`src/logic/exe_pkg.sv`:
```
// ------------------------------------------------------------
// Execute stage package
// Data widths, unit selector, operation codes and exception
// causes shared by the steering, unit and writeback blocks
// ------------------------------------------------------------

package exe_pkg;

    localparam int XLEN       = 64;  // Data and address width
    localparam int REG_ADDR_W = 5;   // Destination register index
    localparam int N_UNITS    = 2;   // Peers on the writeback port

    // Functional unit selector, doubles as arbiter index
    typedef enum logic [0:0] {
        UNIT_ALU    = 1'b0,
        UNIT_BRANCH = 1'b1
    } unit_t;

    // ------------------------------------------------------------
    // Operations
    // ------------------------------------------------------------
    typedef enum logic [3:0] {
        JAL     = 4'd0,   // Jump and link
        JALR    = 4'd1,   // Jump to rs1 + imm
        BEQ     = 4'd2,
        BNE     = 4'd3,
        BLT     = 4'd4,
        BGE     = 4'd5,
        BLTU    = 4'd6,
        BGEU    = 4'd7,
        OP_ADD  = 4'd8,   // First ALU code
        OP_SUB  = 4'd9,
        OP_AND  = 4'd10,
        OP_OR   = 4'd11,
        OP_XOR  = 4'd12,
        OP_SLT  = 4'd13,
        OP_SLTU = 4'd14
    } op_t;

    // Exception causes, numbered as in mcause
    typedef enum logic [3:0] {
        INSTR_ADDR_MISALIGNED = 4'd0,
        NONE                  = 4'd15   // No exception raised
    } ex_cause_t;

endpackage

```
`src/logic/issue_steer.sv`:
```
// ------------------------------------------------------------
// Issue steering
// Runs the four-phase issue handshake and sends a one-cycle
// load pulse to the unit named by the unit field
// ------------------------------------------------------------
`timescale 1ns/1ps

module issue_steer
    import exe_pkg::*;
(
    input  logic  clk_i,
    input  logic  reset_i,
    input  logic  issue_req_i,
    input  unit_t issue_unit_i,
    input  logic  alu_busy_i,
    input  logic  br_busy_i,
    output logic  issue_ack_o,
    output logic  alu_load_o,
    output logic  br_load_o
);

    typedef enum logic [1:0] {
        ST_IDLE,
        ST_LOAD,     // Load pulse to the chosen unit
        ST_ACKED     // Ack high, waiting for req low
    } state_t;

    state_t state_q;
    unit_t  unit_q;       // Unit chosen for the current instruction
    logic   target_busy;

    // Back-pressure from the addressed unit only
    assign target_busy = (issue_unit_i == UNIT_BRANCH) ? br_busy_i : alu_busy_i;

    always_ff @(posedge clk_i) begin
        if (reset_i) begin
            state_q <= ST_IDLE;
            unit_q  <= UNIT_ALU;
        end else begin
            case (state_q)
                ST_IDLE: begin
                    if (issue_req_i && !target_busy) begin
                        state_q <= ST_LOAD;
                        unit_q  <= issue_unit_i;
                    end
                end
                ST_LOAD: state_q <= ST_ACKED;
                ST_ACKED: begin
                    if (!issue_req_i) begin
                        state_q <= ST_IDLE;   // Ack drops next cycle
                    end
                end
                default: state_q <= ST_IDLE;
            endcase
        end
    end

    assign alu_load_o  = (state_q == ST_LOAD) && (unit_q == UNIT_ALU);
    assign br_load_o   = (state_q == ST_LOAD) && (unit_q == UNIT_BRANCH);
    assign issue_ack_o = (state_q == ST_ACKED);

endmodule

```
`src/logic/branch_unit.sv`:
```
// ------------------------------------------------------------
// Branch unit
// Resolves jumps and conditional branches: taken flag, target,
// link value and target misalignment, then requests writeback
// ------------------------------------------------------------
`timescale 1ns/1ps

module branch_unit
    import exe_pkg::*;
(
    input  logic                  clk_i,
    input  logic                  reset_i,
    input  logic                  load_i,
    input  op_t                   op_i,
    input  logic [XLEN-1:0]       pc_i,
    input  logic [XLEN-1:0]       imm_i,
    input  logic [XLEN-1:0]       rs1_data_i,
    input  logic [XLEN-1:0]       rs2_data_i,
    input  logic [REG_ADDR_W-1:0] rd_i,
    input  logic                  we_i,
    input  logic                  ack_i,
    output logic                  busy_o,
    output logic                  req_o,
    output logic [REG_ADDR_W-1:0] rd_o,
    output logic                  we_o,
    output logic [XLEN-1:0]       data_o,
    output logic [XLEN-1:0]       target_o,
    output logic                  taken_o,
    output logic                  ex_valid_o,
    output ex_cause_t             ex_cause_o,
    output logic [XLEN-1:0]       ex_origin_o
);

    typedef enum logic [1:0] {
        U_IDLE,
        U_EVAL,   // Operands held, results settle
        U_REQ,    // Waiting for ack
        U_REL     // Req dropped, waiting for ack low
    } state_t;

    state_t          state_q;
    op_t             op_q;
    logic [XLEN-1:0] pc_q, imm_q, rs1_q, rs2_q;

    logic            equal, less, less_u;
    logic            taken;
    logic            cond_branch;
    logic [XLEN-1:0] target, link, next_pc;

    // ------------------------------------------------------------
    // Control
    // ------------------------------------------------------------
    always_ff @(posedge clk_i) begin
        if (reset_i) begin
            state_q <= U_IDLE;
        end else begin
            case (state_q)
                U_IDLE:  if (load_i) state_q <= U_EVAL;
                U_EVAL:  state_q <= U_REQ;
                U_REQ:   if (ack_i) state_q <= U_REL;
                U_REL:   if (!ack_i) state_q <= U_IDLE;
                default: state_q <= U_IDLE;
            endcase
        end
    end

    assign busy_o = (state_q != U_IDLE);
    assign req_o  = (state_q == U_REQ);

    // Instruction capture on the load pulse
    always_ff @(posedge clk_i) begin
        if (load_i) begin
            op_q  <= op_i;
            pc_q  <= pc_i;
            imm_q <= imm_i;
            rs1_q <= rs1_data_i;
            rs2_q <= rs2_data_i;
            rd_o  <= rd_i;
            we_o  <= we_i;
        end
    end

    // ------------------------------------------------------------
    // Evaluation
    // ------------------------------------------------------------
    assign equal  = (rs1_q == rs2_q);
    assign less   = $signed(rs1_q) < $signed(rs2_q);
    assign less_u = rs1_q < rs2_q;

    always_comb begin
        case (op_q)
            JAL, JALR: taken = 1'b1;
            BEQ:       taken = equal;
            BNE:       taken = !equal;
            BLT:       taken = less;
            BGE:       taken = !less;
            BLTU:      taken = less_u;
            BGEU:      taken = !less_u;
            default:   taken = 1'b0;
        endcase
    end

    always_comb begin
        case (op_q)
            JAL:     target = (pc_q + imm_q) & ~64'd1;   // Jumps clear bit 0
            JALR:    target = (rs1_q + imm_q) & ~64'd1;
            default: target = pc_q + imm_q;
        endcase
    end

    assign cond_branch = (op_q inside {BEQ, BNE, BLT, BGE, BLTU, BGEU});
    assign link        = pc_q + 64'd4;
    assign next_pc     = taken ? target : link;

    // Results registered once, held through the handshake
    always_ff @(posedge clk_i) begin
        if (state_q == U_EVAL) begin
            data_o      <= link;
            target_o    <= target;
            taken_o     <= taken;
            ex_origin_o <= next_pc;
            if ((next_pc[1:0] != 2'b00) && ((op_q == JALR) || (cond_branch && taken))) begin
                ex_valid_o <= 1'b1;
                ex_cause_o <= INSTR_ADDR_MISALIGNED;
            end else begin
                ex_valid_o <= 1'b0;
                ex_cause_o <= NONE;
            end
        end
    end

endmodule

```
`src/logic/alu_unit.sv`:
```
// ------------------------------------------------------------
// ALU unit
// Computes one integer operation on load and holds the result
// until the writeback arbiter has taken it
// ------------------------------------------------------------
`timescale 1ns/1ps

module alu_unit
    import exe_pkg::*;
(
    input  logic                  clk_i,
    input  logic                  reset_i,
    input  logic                  load_i,
    input  op_t                   op_i,
    input  logic [XLEN-1:0]       rs1_data_i,
    input  logic [XLEN-1:0]       rs2_data_i,
    input  logic [REG_ADDR_W-1:0] rd_i,
    input  logic                  we_i,
    input  logic                  ack_i,
    output logic                  busy_o,
    output logic                  req_o,
    output logic [REG_ADDR_W-1:0] rd_o,
    output logic                  we_o,
    output logic [XLEN-1:0]       data_o
);

    typedef enum logic [1:0] {
        U_IDLE,
        U_DONE,   // Result registered
        U_REQ,
        U_REL     // Waiting for ack low
    } state_t;

    state_t          state_q;
    logic [XLEN-1:0] result;

    always_comb begin
        case (op_i)
            OP_ADD:  result = rs1_data_i + rs2_data_i;
            OP_SUB:  result = rs1_data_i - rs2_data_i;
            OP_AND:  result = rs1_data_i & rs2_data_i;
            OP_OR:   result = rs1_data_i | rs2_data_i;
            OP_XOR:  result = rs1_data_i ^ rs2_data_i;
            OP_SLT:  result = {{(XLEN-1){1'b0}}, $signed(rs1_data_i) < $signed(rs2_data_i)};
            OP_SLTU: result = {{(XLEN-1){1'b0}}, rs1_data_i < rs2_data_i};
            default: result = '0;
        endcase
    end

    always_ff @(posedge clk_i) begin
        if (load_i) begin
            data_o <= result;
            rd_o   <= rd_i;
            we_o   <= we_i;
        end
    end

    // Same request and release sequence as the branch unit
    always_ff @(posedge clk_i) begin
        if (reset_i) begin
            state_q <= U_IDLE;
        end else begin
            case (state_q)
                U_IDLE:  if (load_i) state_q <= U_DONE;
                U_DONE:  state_q <= U_REQ;
                U_REQ:   if (ack_i) state_q <= U_REL;
                U_REL:   if (!ack_i) state_q <= U_IDLE;
                default: state_q <= U_IDLE;
            endcase
        end
    end

    assign busy_o = (state_q != U_IDLE);
    assign req_o  = (state_q == U_REQ);

endmodule

```
`src/logic/wb_arbiter.sv`:
```
// ------------------------------------------------------------
// Writeback arbiter
// Round-robin grant of the single writeback port, bridging
// each unit's four-phase handshake to the outside one
// ------------------------------------------------------------
`timescale 1ns/1ps

module wb_arbiter
    import exe_pkg::*;
(
    input  logic                  clk_i,
    input  logic                  reset_i,
    input  logic [N_UNITS-1:0]    unit_req_i,
    input  logic [REG_ADDR_W-1:0] rd_i        [N_UNITS],
    input  logic                  we_i        [N_UNITS],
    input  logic [XLEN-1:0]       data_i      [N_UNITS],
    input  logic [XLEN-1:0]       target_i    [N_UNITS],
    input  logic                  taken_i     [N_UNITS],
    input  logic                  ex_valid_i  [N_UNITS],
    input  ex_cause_t             ex_cause_i  [N_UNITS],
    input  logic [XLEN-1:0]       ex_origin_i [N_UNITS],
    input  logic                  wb_ack_i,
    output logic [N_UNITS-1:0]    unit_ack_o,
    output logic                  wb_req_o,
    output unit_t                 wb_unit_o,
    output logic [REG_ADDR_W-1:0] wb_rd_o,
    output logic                  wb_we_o,
    output logic [XLEN-1:0]       wb_data_o,
    output logic [XLEN-1:0]       wb_target_o,
    output logic                  wb_taken_o,
    output logic                  wb_ex_valid_o,
    output ex_cause_t             wb_ex_cause_o,
    output logic [XLEN-1:0]       wb_ex_origin_o
);

    typedef enum logic [2:0] {
        A_IDLE,
        A_GRANT,   // Fields registered
        A_REQ,     // wb_req_o high, waiting for wb_ack_i
        A_ACK,     // Unit acked, waiting for its req low
        A_DROP     // wb_req_o low, waiting for wb_ack_i low
    } state_t;

    state_t state_q;
    unit_t  grant_q;
    unit_t  last_q;    // Unit served last
    unit_t  pick;
    logic   any_req;
    logic   ack_phase;

    assign any_req = |unit_req_i;

    // ALU wins unless only branch asks or ALU went last
    always_comb begin
        if (unit_req_i[UNIT_ALU] && (!unit_req_i[UNIT_BRANCH] || last_q == UNIT_BRANCH)) begin
            pick = UNIT_ALU;
        end else begin
            pick = UNIT_BRANCH;
        end
    end

    // ------------------------------------------------------------
    // Grant and handshake bridge
    // ------------------------------------------------------------
    always_ff @(posedge clk_i) begin
        if (reset_i) begin
            state_q <= A_IDLE;
            grant_q <= UNIT_ALU;
            last_q  <= UNIT_BRANCH;   // ALU first after reset
        end else begin
            case (state_q)
                A_IDLE: begin
                    if (any_req) begin
                        grant_q <= pick;
                        last_q  <= pick;
                        state_q <= A_GRANT;
                    end
                end
                A_GRANT: state_q <= A_REQ;
                A_REQ:   if (wb_ack_i) state_q <= A_ACK;
                A_ACK:   if (!unit_req_i[grant_q]) state_q <= A_DROP;
                A_DROP:  if (!wb_ack_i) state_q <= A_IDLE;
                default: state_q <= A_IDLE;
            endcase
        end
    end

    always_ff @(posedge clk_i) begin
        if (state_q == A_IDLE && any_req) begin
            wb_rd_o        <= rd_i[pick];
            wb_we_o        <= we_i[pick];
            wb_data_o      <= data_i[pick];
            wb_target_o    <= target_i[pick];
            wb_taken_o     <= taken_i[pick];
            wb_ex_valid_o  <= ex_valid_i[pick];
            wb_ex_cause_o  <= ex_cause_i[pick];
            wb_ex_origin_o <= ex_origin_i[pick];
        end
    end

    assign wb_unit_o = grant_q;
    assign wb_req_o  = (state_q == A_REQ) || (state_q == A_ACK);
    assign ack_phase = (state_q == A_ACK) || (state_q == A_DROP);

    always_comb begin
        for (int i = 0; i < N_UNITS; i++) begin
            unit_ack_o[i] = ack_phase && (int'(grant_q) == i);
        end
    end

endmodule

```
`src/logic/exe_top.sv`:
```
// ------------------------------------------------------------
// Execute and writeback top
// Steering, branch and ALU units, and the writeback arbiter
// ------------------------------------------------------------
`timescale 1ns/1ps

module exe_top
    import exe_pkg::*;
(
    input  logic                  clk_i,
    input  logic                  reset_i,
    // Issue port
    input  logic                  issue_req_i,
    output logic                  issue_ack_o,
    input  unit_t                 issue_unit_i,
    input  op_t                   issue_op_i,
    input  logic [XLEN-1:0]       issue_pc_i,
    input  logic [XLEN-1:0]       issue_imm_i,
    input  logic [XLEN-1:0]       issue_rs1_data_i,
    input  logic [XLEN-1:0]       issue_rs2_data_i,
    input  logic [REG_ADDR_W-1:0] issue_rd_i,
    input  logic                  issue_we_i,
    // Writeback port
    output logic                  wb_req_o,
    input  logic                  wb_ack_i,
    output unit_t                 wb_unit_o,
    output logic [REG_ADDR_W-1:0] wb_rd_o,
    output logic                  wb_we_o,
    output logic [XLEN-1:0]       wb_data_o,
    output logic [XLEN-1:0]       wb_target_o,
    output logic                  wb_taken_o,
    output logic                  wb_ex_valid_o,
    output ex_cause_t             wb_ex_cause_o,
    output logic [XLEN-1:0]       wb_ex_origin_o
);

    logic                  alu_load, br_load;
    logic                  alu_busy, br_busy;
    logic [N_UNITS-1:0]    unit_req, unit_ack;

    // Per-unit writeback fields
    logic [REG_ADDR_W-1:0] rd        [N_UNITS];
    logic                  we        [N_UNITS];
    logic [XLEN-1:0]       data      [N_UNITS];
    logic [XLEN-1:0]       target    [N_UNITS];
    logic                  taken     [N_UNITS];
    logic                  ex_valid  [N_UNITS];
    ex_cause_t             ex_cause  [N_UNITS];
    logic [XLEN-1:0]       ex_origin [N_UNITS];

    issue_steer issue_steer_inst (
        .clk_i        (clk_i),
        .reset_i      (reset_i),
        .issue_req_i  (issue_req_i),
        .issue_unit_i (issue_unit_i),
        .alu_busy_i   (alu_busy),
        .br_busy_i    (br_busy),
        .issue_ack_o  (issue_ack_o),
        .alu_load_o   (alu_load),
        .br_load_o    (br_load)
    );

    branch_unit branch_unit_inst (
        .clk_i       (clk_i),
        .reset_i     (reset_i),
        .load_i      (br_load),
        .op_i        (issue_op_i),
        .pc_i        (issue_pc_i),
        .imm_i       (issue_imm_i),
        .rs1_data_i  (issue_rs1_data_i),
        .rs2_data_i  (issue_rs2_data_i),
        .rd_i        (issue_rd_i),
        .we_i        (issue_we_i),
        .ack_i       (unit_ack[UNIT_BRANCH]),
        .busy_o      (br_busy),
        .req_o       (unit_req[UNIT_BRANCH]),
        .rd_o        (rd[UNIT_BRANCH]),
        .we_o        (we[UNIT_BRANCH]),
        .data_o      (data[UNIT_BRANCH]),
        .target_o    (target[UNIT_BRANCH]),
        .taken_o     (taken[UNIT_BRANCH]),
        .ex_valid_o  (ex_valid[UNIT_BRANCH]),
        .ex_cause_o  (ex_cause[UNIT_BRANCH]),
        .ex_origin_o (ex_origin[UNIT_BRANCH])
    );

    alu_unit alu_unit_inst (
        .clk_i      (clk_i),
        .reset_i    (reset_i),
        .load_i     (alu_load),
        .op_i       (issue_op_i),
        .rs1_data_i (issue_rs1_data_i),
        .rs2_data_i (issue_rs2_data_i),
        .rd_i       (issue_rd_i),
        .we_i       (issue_we_i),
        .ack_i      (unit_ack[UNIT_ALU]),
        .busy_o     (alu_busy),
        .req_o      (unit_req[UNIT_ALU]),
        .rd_o       (rd[UNIT_ALU]),
        .we_o       (we[UNIT_ALU]),
        .data_o     (data[UNIT_ALU])
    );

    // ALU has no branch or exception results
    assign target[UNIT_ALU]    = '0;
    assign taken[UNIT_ALU]     = 1'b0;
    assign ex_valid[UNIT_ALU]  = 1'b0;
    assign ex_cause[UNIT_ALU]  = NONE;
    assign ex_origin[UNIT_ALU] = '0;

    wb_arbiter wb_arbiter_inst (
        .clk_i          (clk_i),
        .reset_i        (reset_i),
        .unit_req_i     (unit_req),
        .rd_i           (rd),
        .we_i           (we),
        .data_i         (data),
        .target_i       (target),
        .taken_i        (taken),
        .ex_valid_i     (ex_valid),
        .ex_cause_i     (ex_cause),
        .ex_origin_i    (ex_origin),
        .wb_ack_i       (wb_ack_i),
        .unit_ack_o     (unit_ack),
        .wb_req_o       (wb_req_o),
        .wb_unit_o      (wb_unit_o),
        .wb_rd_o        (wb_rd_o),
        .wb_we_o        (wb_we_o),
        .wb_data_o      (wb_data_o),
        .wb_target_o    (wb_target_o),
        .wb_taken_o     (wb_taken_o),
        .wb_ex_valid_o  (wb_ex_valid_o),
        .wb_ex_cause_o  (wb_ex_cause_o),
        .wb_ex_origin_o (wb_ex_origin_o)
    );

endmodule

```
`config.mk`:
```
export PLATFORM = sky130hd
export DESIGN_NAME = exe_top
export DESIGN_NICKNAME = d
export VERILOG_FILES = /design/src/logic/exe_pkg.sv /design/src/logic/issue_steer.sv /design/src/logic/branch_unit.sv /design/src/logic/alu_unit.sv /design/src/logic/wb_arbiter.sv /design/src/logic/exe_top.sv
export SDC_FILE = /design/constraint.sdc
export NUM_CORES = 2
export LEC_CHECK = 0
export ABC_AREA = 1
export BUFFER_PORTS_ARGS = -buffer_cell sky130_fd_sc_hd__buf_2
export CAP_MARGIN = 20
export CORE_ASPECT_RATIO = 1.75
export CORE_MARGIN = 5
export CORE_UTILIZATION = 30
export DETAILED_ROUTE_END_ITERATION = 12
export PLACE_DENSITY_LB_ADDON = 0.25
export SLEW_MARGIN = 20
export SYNTH_ARGS = -nofsm -noshare
export SYNTH_HDL_FRONTEND = slang
export SYNTH_HIERARCHICAL = 1
export SYNTH_SLANG_ARGS = --single-unit
```
`constraint.sdc`:
```
create_clock -name clk_i -period 24.5 [get_ports clk_i]
set_input_delay 4.9 -clock clk_i [delete_from_list [all_inputs] [get_ports clk_i]]
set_output_delay 4.9 -clock clk_i [all_outputs]
set_load 0.02 [all_outputs]
```
# Word-level counts from Yosys, hierarchy flattened
# Index checks and enable logic that the tools add are counted.
# W data, S select, Z words.
dict set report totals {
  input_bits 271
  word_cells 172
  output_inout_bits 207
  register_bits 750
}
dict set report op_classes {
  mux 50
  bitwise_logic 6
  order_cmp 6
  n_eq_ne 39
  n_addsub 5
  n_reduce_logical 35
}
# op count
set op_table {}
lappend op_table {{$mux W64} 10}
lappend op_table {{$pmux W64 S7} 1}
lappend op_table {{$lt A64 B64 Y1} 4}
lappend op_table {{$add A64 B64 Y64} 3}
lappend op_table {{$pmux W64 S2} 1}
lappend op_table {{$add A64 B3 Y64 const B} 1}
lappend op_table {{$and A64 B64 Y64} 1}
lappend op_table {{$eq A64 B64 Y1} 1}
lappend op_table {{$or A64 B64 Y64} 1}
lappend op_table {{$sub A64 B64 Y64} 1}
lappend op_table {{$xor A64 B64 Y64} 1}
lappend op_table {{$eq A4 B4 Y1 const B} 7}
lappend op_table {{$eq A4 B3 Y1 const B} 4}
lappend op_table {{$mux W2} 8}
lappend op_table {{$mux W4} 4}
lappend op_table {{$ne A2 B2 Y1 const B} 8}
lappend op_table {{$pmux W2 S4} 2}
lappend op_table {{$mux W5} 3}
lappend op_table {{$pmux W3 S5} 1}
lappend op_table {{$mux W1} 14}
lappend op_table {{$mux W3} 4}
lappend op_table {{$eq A2 B2 Y1 const B} 5}
lappend op_table {{$logic_and A1 B1 Y1} 9}
lappend op_table {{$eq A4 B2 Y1 const B} 2}
lappend op_table {{23 further kinds} 45}

# Depth between registers and ports, before layout
dict set report depth {
  ltp_word 9
  mapped_depth 22
}

# Hierarchy
# Netlist, hierarchy kept.
# mod seq_area_each_um2 area_per_inst_um2 instances cells_per_inst
set by_module_without_submodules {}
lappend by_module_without_submodules {branch_unit 13883.3 28174.5 1 3203}
lappend by_module_without_submodules {alu_unit 2142.1 17108.9 1 3181}
lappend by_module_without_submodules {wb_arbiter 6226.0 8897.3 1 487}
lappend by_module_without_submodules {issue_steer 60.1 156.4 1 26}
lappend by_module_without_submodules {exe_top 0.0 7.5 1 2}

# Worst setup path before layout
# OpenSTA, ideal clock, no wires.
dict set report synth_timing {
  path_type {register to register}
  startpoint {register branch_unit_inst.state_q[0]}
  endpoint {register wb_arbiter_inst.grant_q (netlist: wb_arbiter_inst/wb_unit_o)}
  setup_time_ns 0.118
  required_time_ns 24.382
  arrival_time_ns 15.629
  stages_incl_launch_ff 7
  slack_ns 8.753
  path_cell_list {dfxtp_1 -> inv_1 -> ha_1 -> nor2_1 -> nor3_1 -> nand2_1 -> a21oi_1}
}
dict set report synth_between {
  elab_chain_cells 5
  word_cells_on_any_way 7
}
# element line
set synth_rtl {}
lappend synth_rtl {{from (decl)} branch_unit.sv:41} ;# state_t state_q;
lappend synth_rtl {{from (signal assigned)} branch_unit.sv:55} ;# state_q <= U_IDLE;
lappend synth_rtl {{from (signal assigned)} branch_unit.sv:58} ;# U_IDLE: if (load_i) state_q <= U_EVAL;
lappend synth_rtl {{from (signal assigned)} branch_unit.sv:59} ;# U_EVAL: state_q <= U_REQ;
lappend synth_rtl {{$eq A2 B2 Y1 (*)} branch_unit.sv:68} ;# assign req_o = (state_q == U_REQ);
lappend synth_rtl {{via unit_req[1]} exe_top.sv:39} ;# logic [N_UNITS-1:0] unit_req, unit_ack;
lappend synth_rtl {{$logic_not A1 Y1} wb_arbiter.sv:55} ;# if (unit_req_i[UNIT_ALU] && (!unit_req_i[UNIT_BRANCH] || last_q == UNIT_BRANCH)) begin
lappend synth_rtl {{$logic_or A1 B1 Y1} wb_arbiter.sv:55}
lappend synth_rtl {{$logic_and A1 B1 Y1} wb_arbiter.sv:55}
lappend synth_rtl {{$mux W1} wb_arbiter.sv:55}
lappend synth_rtl {{to (signal assigned)} wb_arbiter.sv:74} ;# grant_q <= pick;
lappend synth_rtl {{to (decl)} wb_arbiter.sv:45} ;# unit_t grant_q;
# Mark *: on every way through the listed nets, which the timed path passes. The rest lies on a longest branch.
# A chain may end at the register's enable or synchronous reset.

# Final worst setup path
dict set report layout_timing {
  startpoint {input issue_rs1_data_i[18]}
  endpoint {register alu_unit_inst.data_o[37], data pin}
}
dict set report layout_between {
  elab_chain_cells 2
  word_cells_on_any_way 3
}
# element line
set layout_rtl {}
lappend layout_rtl {{from (decl)} exe_top.sv:19} ;# input logic [XLEN-1:0] issue_rs1_data_i,
lappend layout_rtl {{$sub A64 B64 Y64 or $add A64 B64 Y64 (tied branches)} {alu_unit.sv:40, alu_unit.sv:39}}
lappend layout_rtl {{$pmux W64 S7 (*)} alu_unit.sv:38} ;# case (op_i)
lappend layout_rtl {{via alu_unit_inst.result[37]} alu_unit.sv:35} ;# logic [XLEN-1:0] result;
lappend layout_rtl {{to (signal assigned)} alu_unit.sv:52} ;# data_o <= result;
lappend layout_rtl {{to (decl)} alu_unit.sv:24} ;# output logic [XLEN-1:0] data_o
# Marked as above.

==> flow_metrics.tcl <==
set metrics [dict create \
    run_status "completed" \
    cts_tree "yes" \
    portBuffers 477 \
    fp.dieArea_um2 190000 \
    clk_pin_slew_ns 0.07 \
    gp_congestion 1.01 \
    htreeDepth 3 \
    multi_input_area_um2 27200 \
    core_area_um2 180000 \
    final_net_count 8181 \
    slew_headroom 0.225 \
    numCtsBuffers 82 \
    clk_latency_ns 0.72 \
    synth_area_per_cell_um2 7.88 \
    ys_ff_latch 747 \
    crit_arrival_ns 7.98 \
    whs_endpoint "branch_unit_inst/data_o[0]" \
    cts_root_buf "clkbuf_16" \
    maxCapViolCount 0 \
    period_needed_ns 7.57 \
    die_width_um 332 \
    stdcell_count 9962 \
    grt_overflow_total 0 \
    finalSetupViolCount 0 \
    fmax_mhz 132 \
    drtIter0Drc 3393 \
    cellLeakagePower_nw 28.9 \
    drive_gt1_frac 0.128 \
    final_max_slew_viol_count 0 \
    ys_warn_count 6 \
    vias 49500 \
    end_kind "register" \
    syn2layout_area_growth_pct 15.1 \
    worstHoldPathCells 0 \
    hold_violations 0 \
    cp.required_ns 24.92 \
    path_max_fanout 7 \
    critPathKind "input port to register" \
    grt_pass1_vias 50200 \
    fillers 19300 \
    clock-sinks 747 \
    hold_start "branch_unit_inst/pc_q[0]" \
    rsz0062_at_grt "false" \
    via_per_inst 4.96 \
    antenna_found_initial 19 \
    ys.flop_type "edfxtp_1" \
    rows 206 \
    power_density_nw_per_um2 70.4 \
    synthCells 6899 \
    reg2reg_depth 12 \
    drc 0 \
    register_area_um2 22300 \
    drt_first_pass_iters 6 \
    ys_types 63 \
    tightest_slew_ns 1.15 \
    chipHeight_um 573 \
    wl_per_cell_um 26.6 \
    synth_edf_count 735 \
    r2r-end "branch_unit_inst/ex_origin_o[46]" \
    synth-seq-area-share 0.411 \
    reg2reg_from "branch_unit_inst/rs1_q[63]" \
    ioPinCount 478 \
    totalWireLength_mm 265 \
    grt_pass1_wl_mm 363 \
    grt_util_all_layers 0.268 \
    start_util 0.302 \
    cts_resized 0 \
    skew_ns 0.0544 \
    dp_hpwl_mm 222 \
    hp-class "register to register" \
    start_kind "input port" \
    post_cts_buffers 0 \
    cts_buffer_depth 3 \
    period_share 0.309 \
    dp_cells 9807 \
    grt_max_degree 133 \
    fin_setup_tns_ns 0 \
    syn_area_um2 54300 \
    ir_worst_vdd_uv 74.7 \
    cts_hold_buf 0 \
    r2r_setup_slack_ns 19.87 \
    ant_nets 0 \
    ys_async_sr_fraction 0 \
]
==> cell type report <==
cell class,instances,area share
multi-input cells,4915,0.434
flip-flops and latches,747,0.357
inverters,1242,0.0746
well taps,2392,0.0478
repair buffers,512,0.0437
clock buffers,103,0.0349
clock inverters,44,0.00772
diodes,7,0.000280
==> critical path: stages <==
cell and delay (ns):
buf_2 0.12, inv_1 0.05, ha_1 0.51, nand2_1 0.16, nor2_1 0.33, nand2_1 0.33, inv_1 0.16, nand3_1 0.09
nand3b_1 0.65, nand3_1 0.22, nand2_1 0.11, nand2_1 0.05, nand3_1 0.08, nand3_1 0.20
==> report_power, final <==
| group | total [mW] | leakage, nW | internal [mW] | switching [mW] |
|---|---|---|---|---|
| clock network | 1.29 | 1.30 | 0.722 | 0.569 |
| registers | 1.85 | 6.83 | 1.76 | 0.0927 |
| logic | 1.26 | 20.7 | 0.365 | 0.898 |
| total | 4.41 | 28.9 | 2.85 | 1.56 |
==> cell usage in the layout (no fill, tap or decap), types with 12 or more instances in the layout <==
cell / n
or2_2: 15
nor2_4: 12
nor4_1: 18
xnor2_1: 23
nand4_1: 72
nor3_1: 64
a221oi_1: 24
nand3b_1: 24
ha_1: 405
nand2_2: 16
nand3_2: 12
o21ai_0: 274
mux2_2: 204
clkinv_2: 12
o21bai_1: 37
nand2_1: 1844
buf_4: 29
a21o_1: 33
conb_1: 134
o21a_1: 15
clkbuf_1: 18
inv_1: 1228
buf_2: 477
o22ai_1: 42
nor2_1: 623
edfxtp_1: 735
inv_2: 12
nor2_2: 26
xor2_1: 59
nand3_1: 407
a21oi_1: 408
clkbuf_16: 84
a31oi_1: 33
nor3_2: 12
dfxtp_1: 12
==> per-layer routing <==
layer / part of all wire / up-vias / track usage
met4: 0.071 / 2 / 0.156
met1: 0.39 / 23600 / 0.309
met5: 0.000072 / - / 0
met2: 0.50 / 1704 / 0.481
li1: - / 23700 / -
met3: 0.044 / 517 / 0.0271
==> synth_stat cells, types with 4 or more instances <==
master,number,area [um2]
nor2_1,626,2350
buf_4,44,330
nand3b_1,24,180
or2_2,15,93.8
o21ai_1,11,55.1
ha_1,406,5080
nor2_2,27,169
nand2_2,16,100
and2_1,7,43.8
xnor2_1,23,201
inv_2,12,45.0
o2111ai_1,6,52.6
nand3_2,13,130
o21ai_0,274,1370
nand4_1,72,450
nand3_1,407,2040
xor2_1,59,517
clkbuf_1,30,113
o21bai_1,37,278
nand2_1,1844,6920
edfxtp_1,735,22100
o22ai_1,42,263
nor3_1,68,340
nor2_4,8,90.1
a21oi_1,409,2050
inv_1,1230,4620
a211oi_1,6,45.0
o21a_1,15,113
dfxtp_1,12,240
nor3_2,9,90.1
fa_1,4,80.1
nor4_1,18,113
a21o_1,33,248
buf_6,11,124
a21boi_0,8,60.1
a31oi_1,33,206
mux2_2,204,2300
a221oi_1,24,210
buf_1,5,18.8
buf_2,36,180
==> registers in the layout, summed over array words and instances, names as in the netlist, 64 cells and up <==
name                            flops
branch_unit_inst/ex_origin_o       64
branch_unit_inst/rs1_q             64
alu_unit_inst/data_o               64
branch_unit_inst/rs2_q             64
wb_arbiter_inst/wb_data_o          64
wb_arbiter_inst/wb_target_o        64
wb_arbiter_inst/wb_ex_origin_o     64
branch_unit_inst/target_o          64
branch_unit_inst/data_o            64
branch_unit_inst/pc_q              64
branch_unit_inst/imm_q             64
==> metrics by stage <==
stage	utilization	hold WS, ns	power, mW	instance area [um2]	setup slack, ns
global placement	0.332	0.491	3.14	59900	16.25
detailed placement	0.332	0.500	3.15	59900	16.27
global route	0.347	0.544	4.60	62600	16.86
CTS	0.347	0.512	4.46	62500	17.04
floorplan	-	0.453	2.73	54800	8.75
finish	0.347	0.511	4.41	62600	16.93
==> kinds of logic (layout without fill, tap and decap cells) <==
| family | count (synthesis) | in the layout | share of synthesized area |
|---|---|---|---|
| compound gates | 912 | 912 | 0.0934 |
| xor+xnor | 84 | 84 | 0.0138 |
| fa+ha+maj | 410 | 410 | 0.0949 |
| buf+inv | 1369 | 1901 | 0.100 |
| flops | 747 | 747 | 0.411 |
| mux | 205 | 205 | 0.0425 |
| other cells | 2 | 141 | 0.000138 |
| simple gates | 3170 | 3170 | 0.245 |
==> how the worst max path moves through the flow <==
stage                           startpoint                   endpoint  slack [ns]  cells after the start
5_1_grt               issue_rs1_data_i[18]   alu_unit_inst/data_o[37]       16.86                     14
3_5_place_dp          issue_rs1_data_i[18]   alu_unit_inst/data_o[37]       16.27                     14
3_3_place_gp          issue_rs2_data_i[18]   alu_unit_inst/data_o[37]       16.25                     14
6_report              issue_rs1_data_i[18]   alu_unit_inst/data_o[37]       16.93                     14
4_1_cts               issue_rs1_data_i[18]   alu_unit_inst/data_o[37]       17.04                     14
2_1_floorplan  branch_unit_inst/state_q[0]  wb_arbiter_inst/wb_unit_o        8.75                      6
Note: power is estimated with default switching activity, not from simulation.
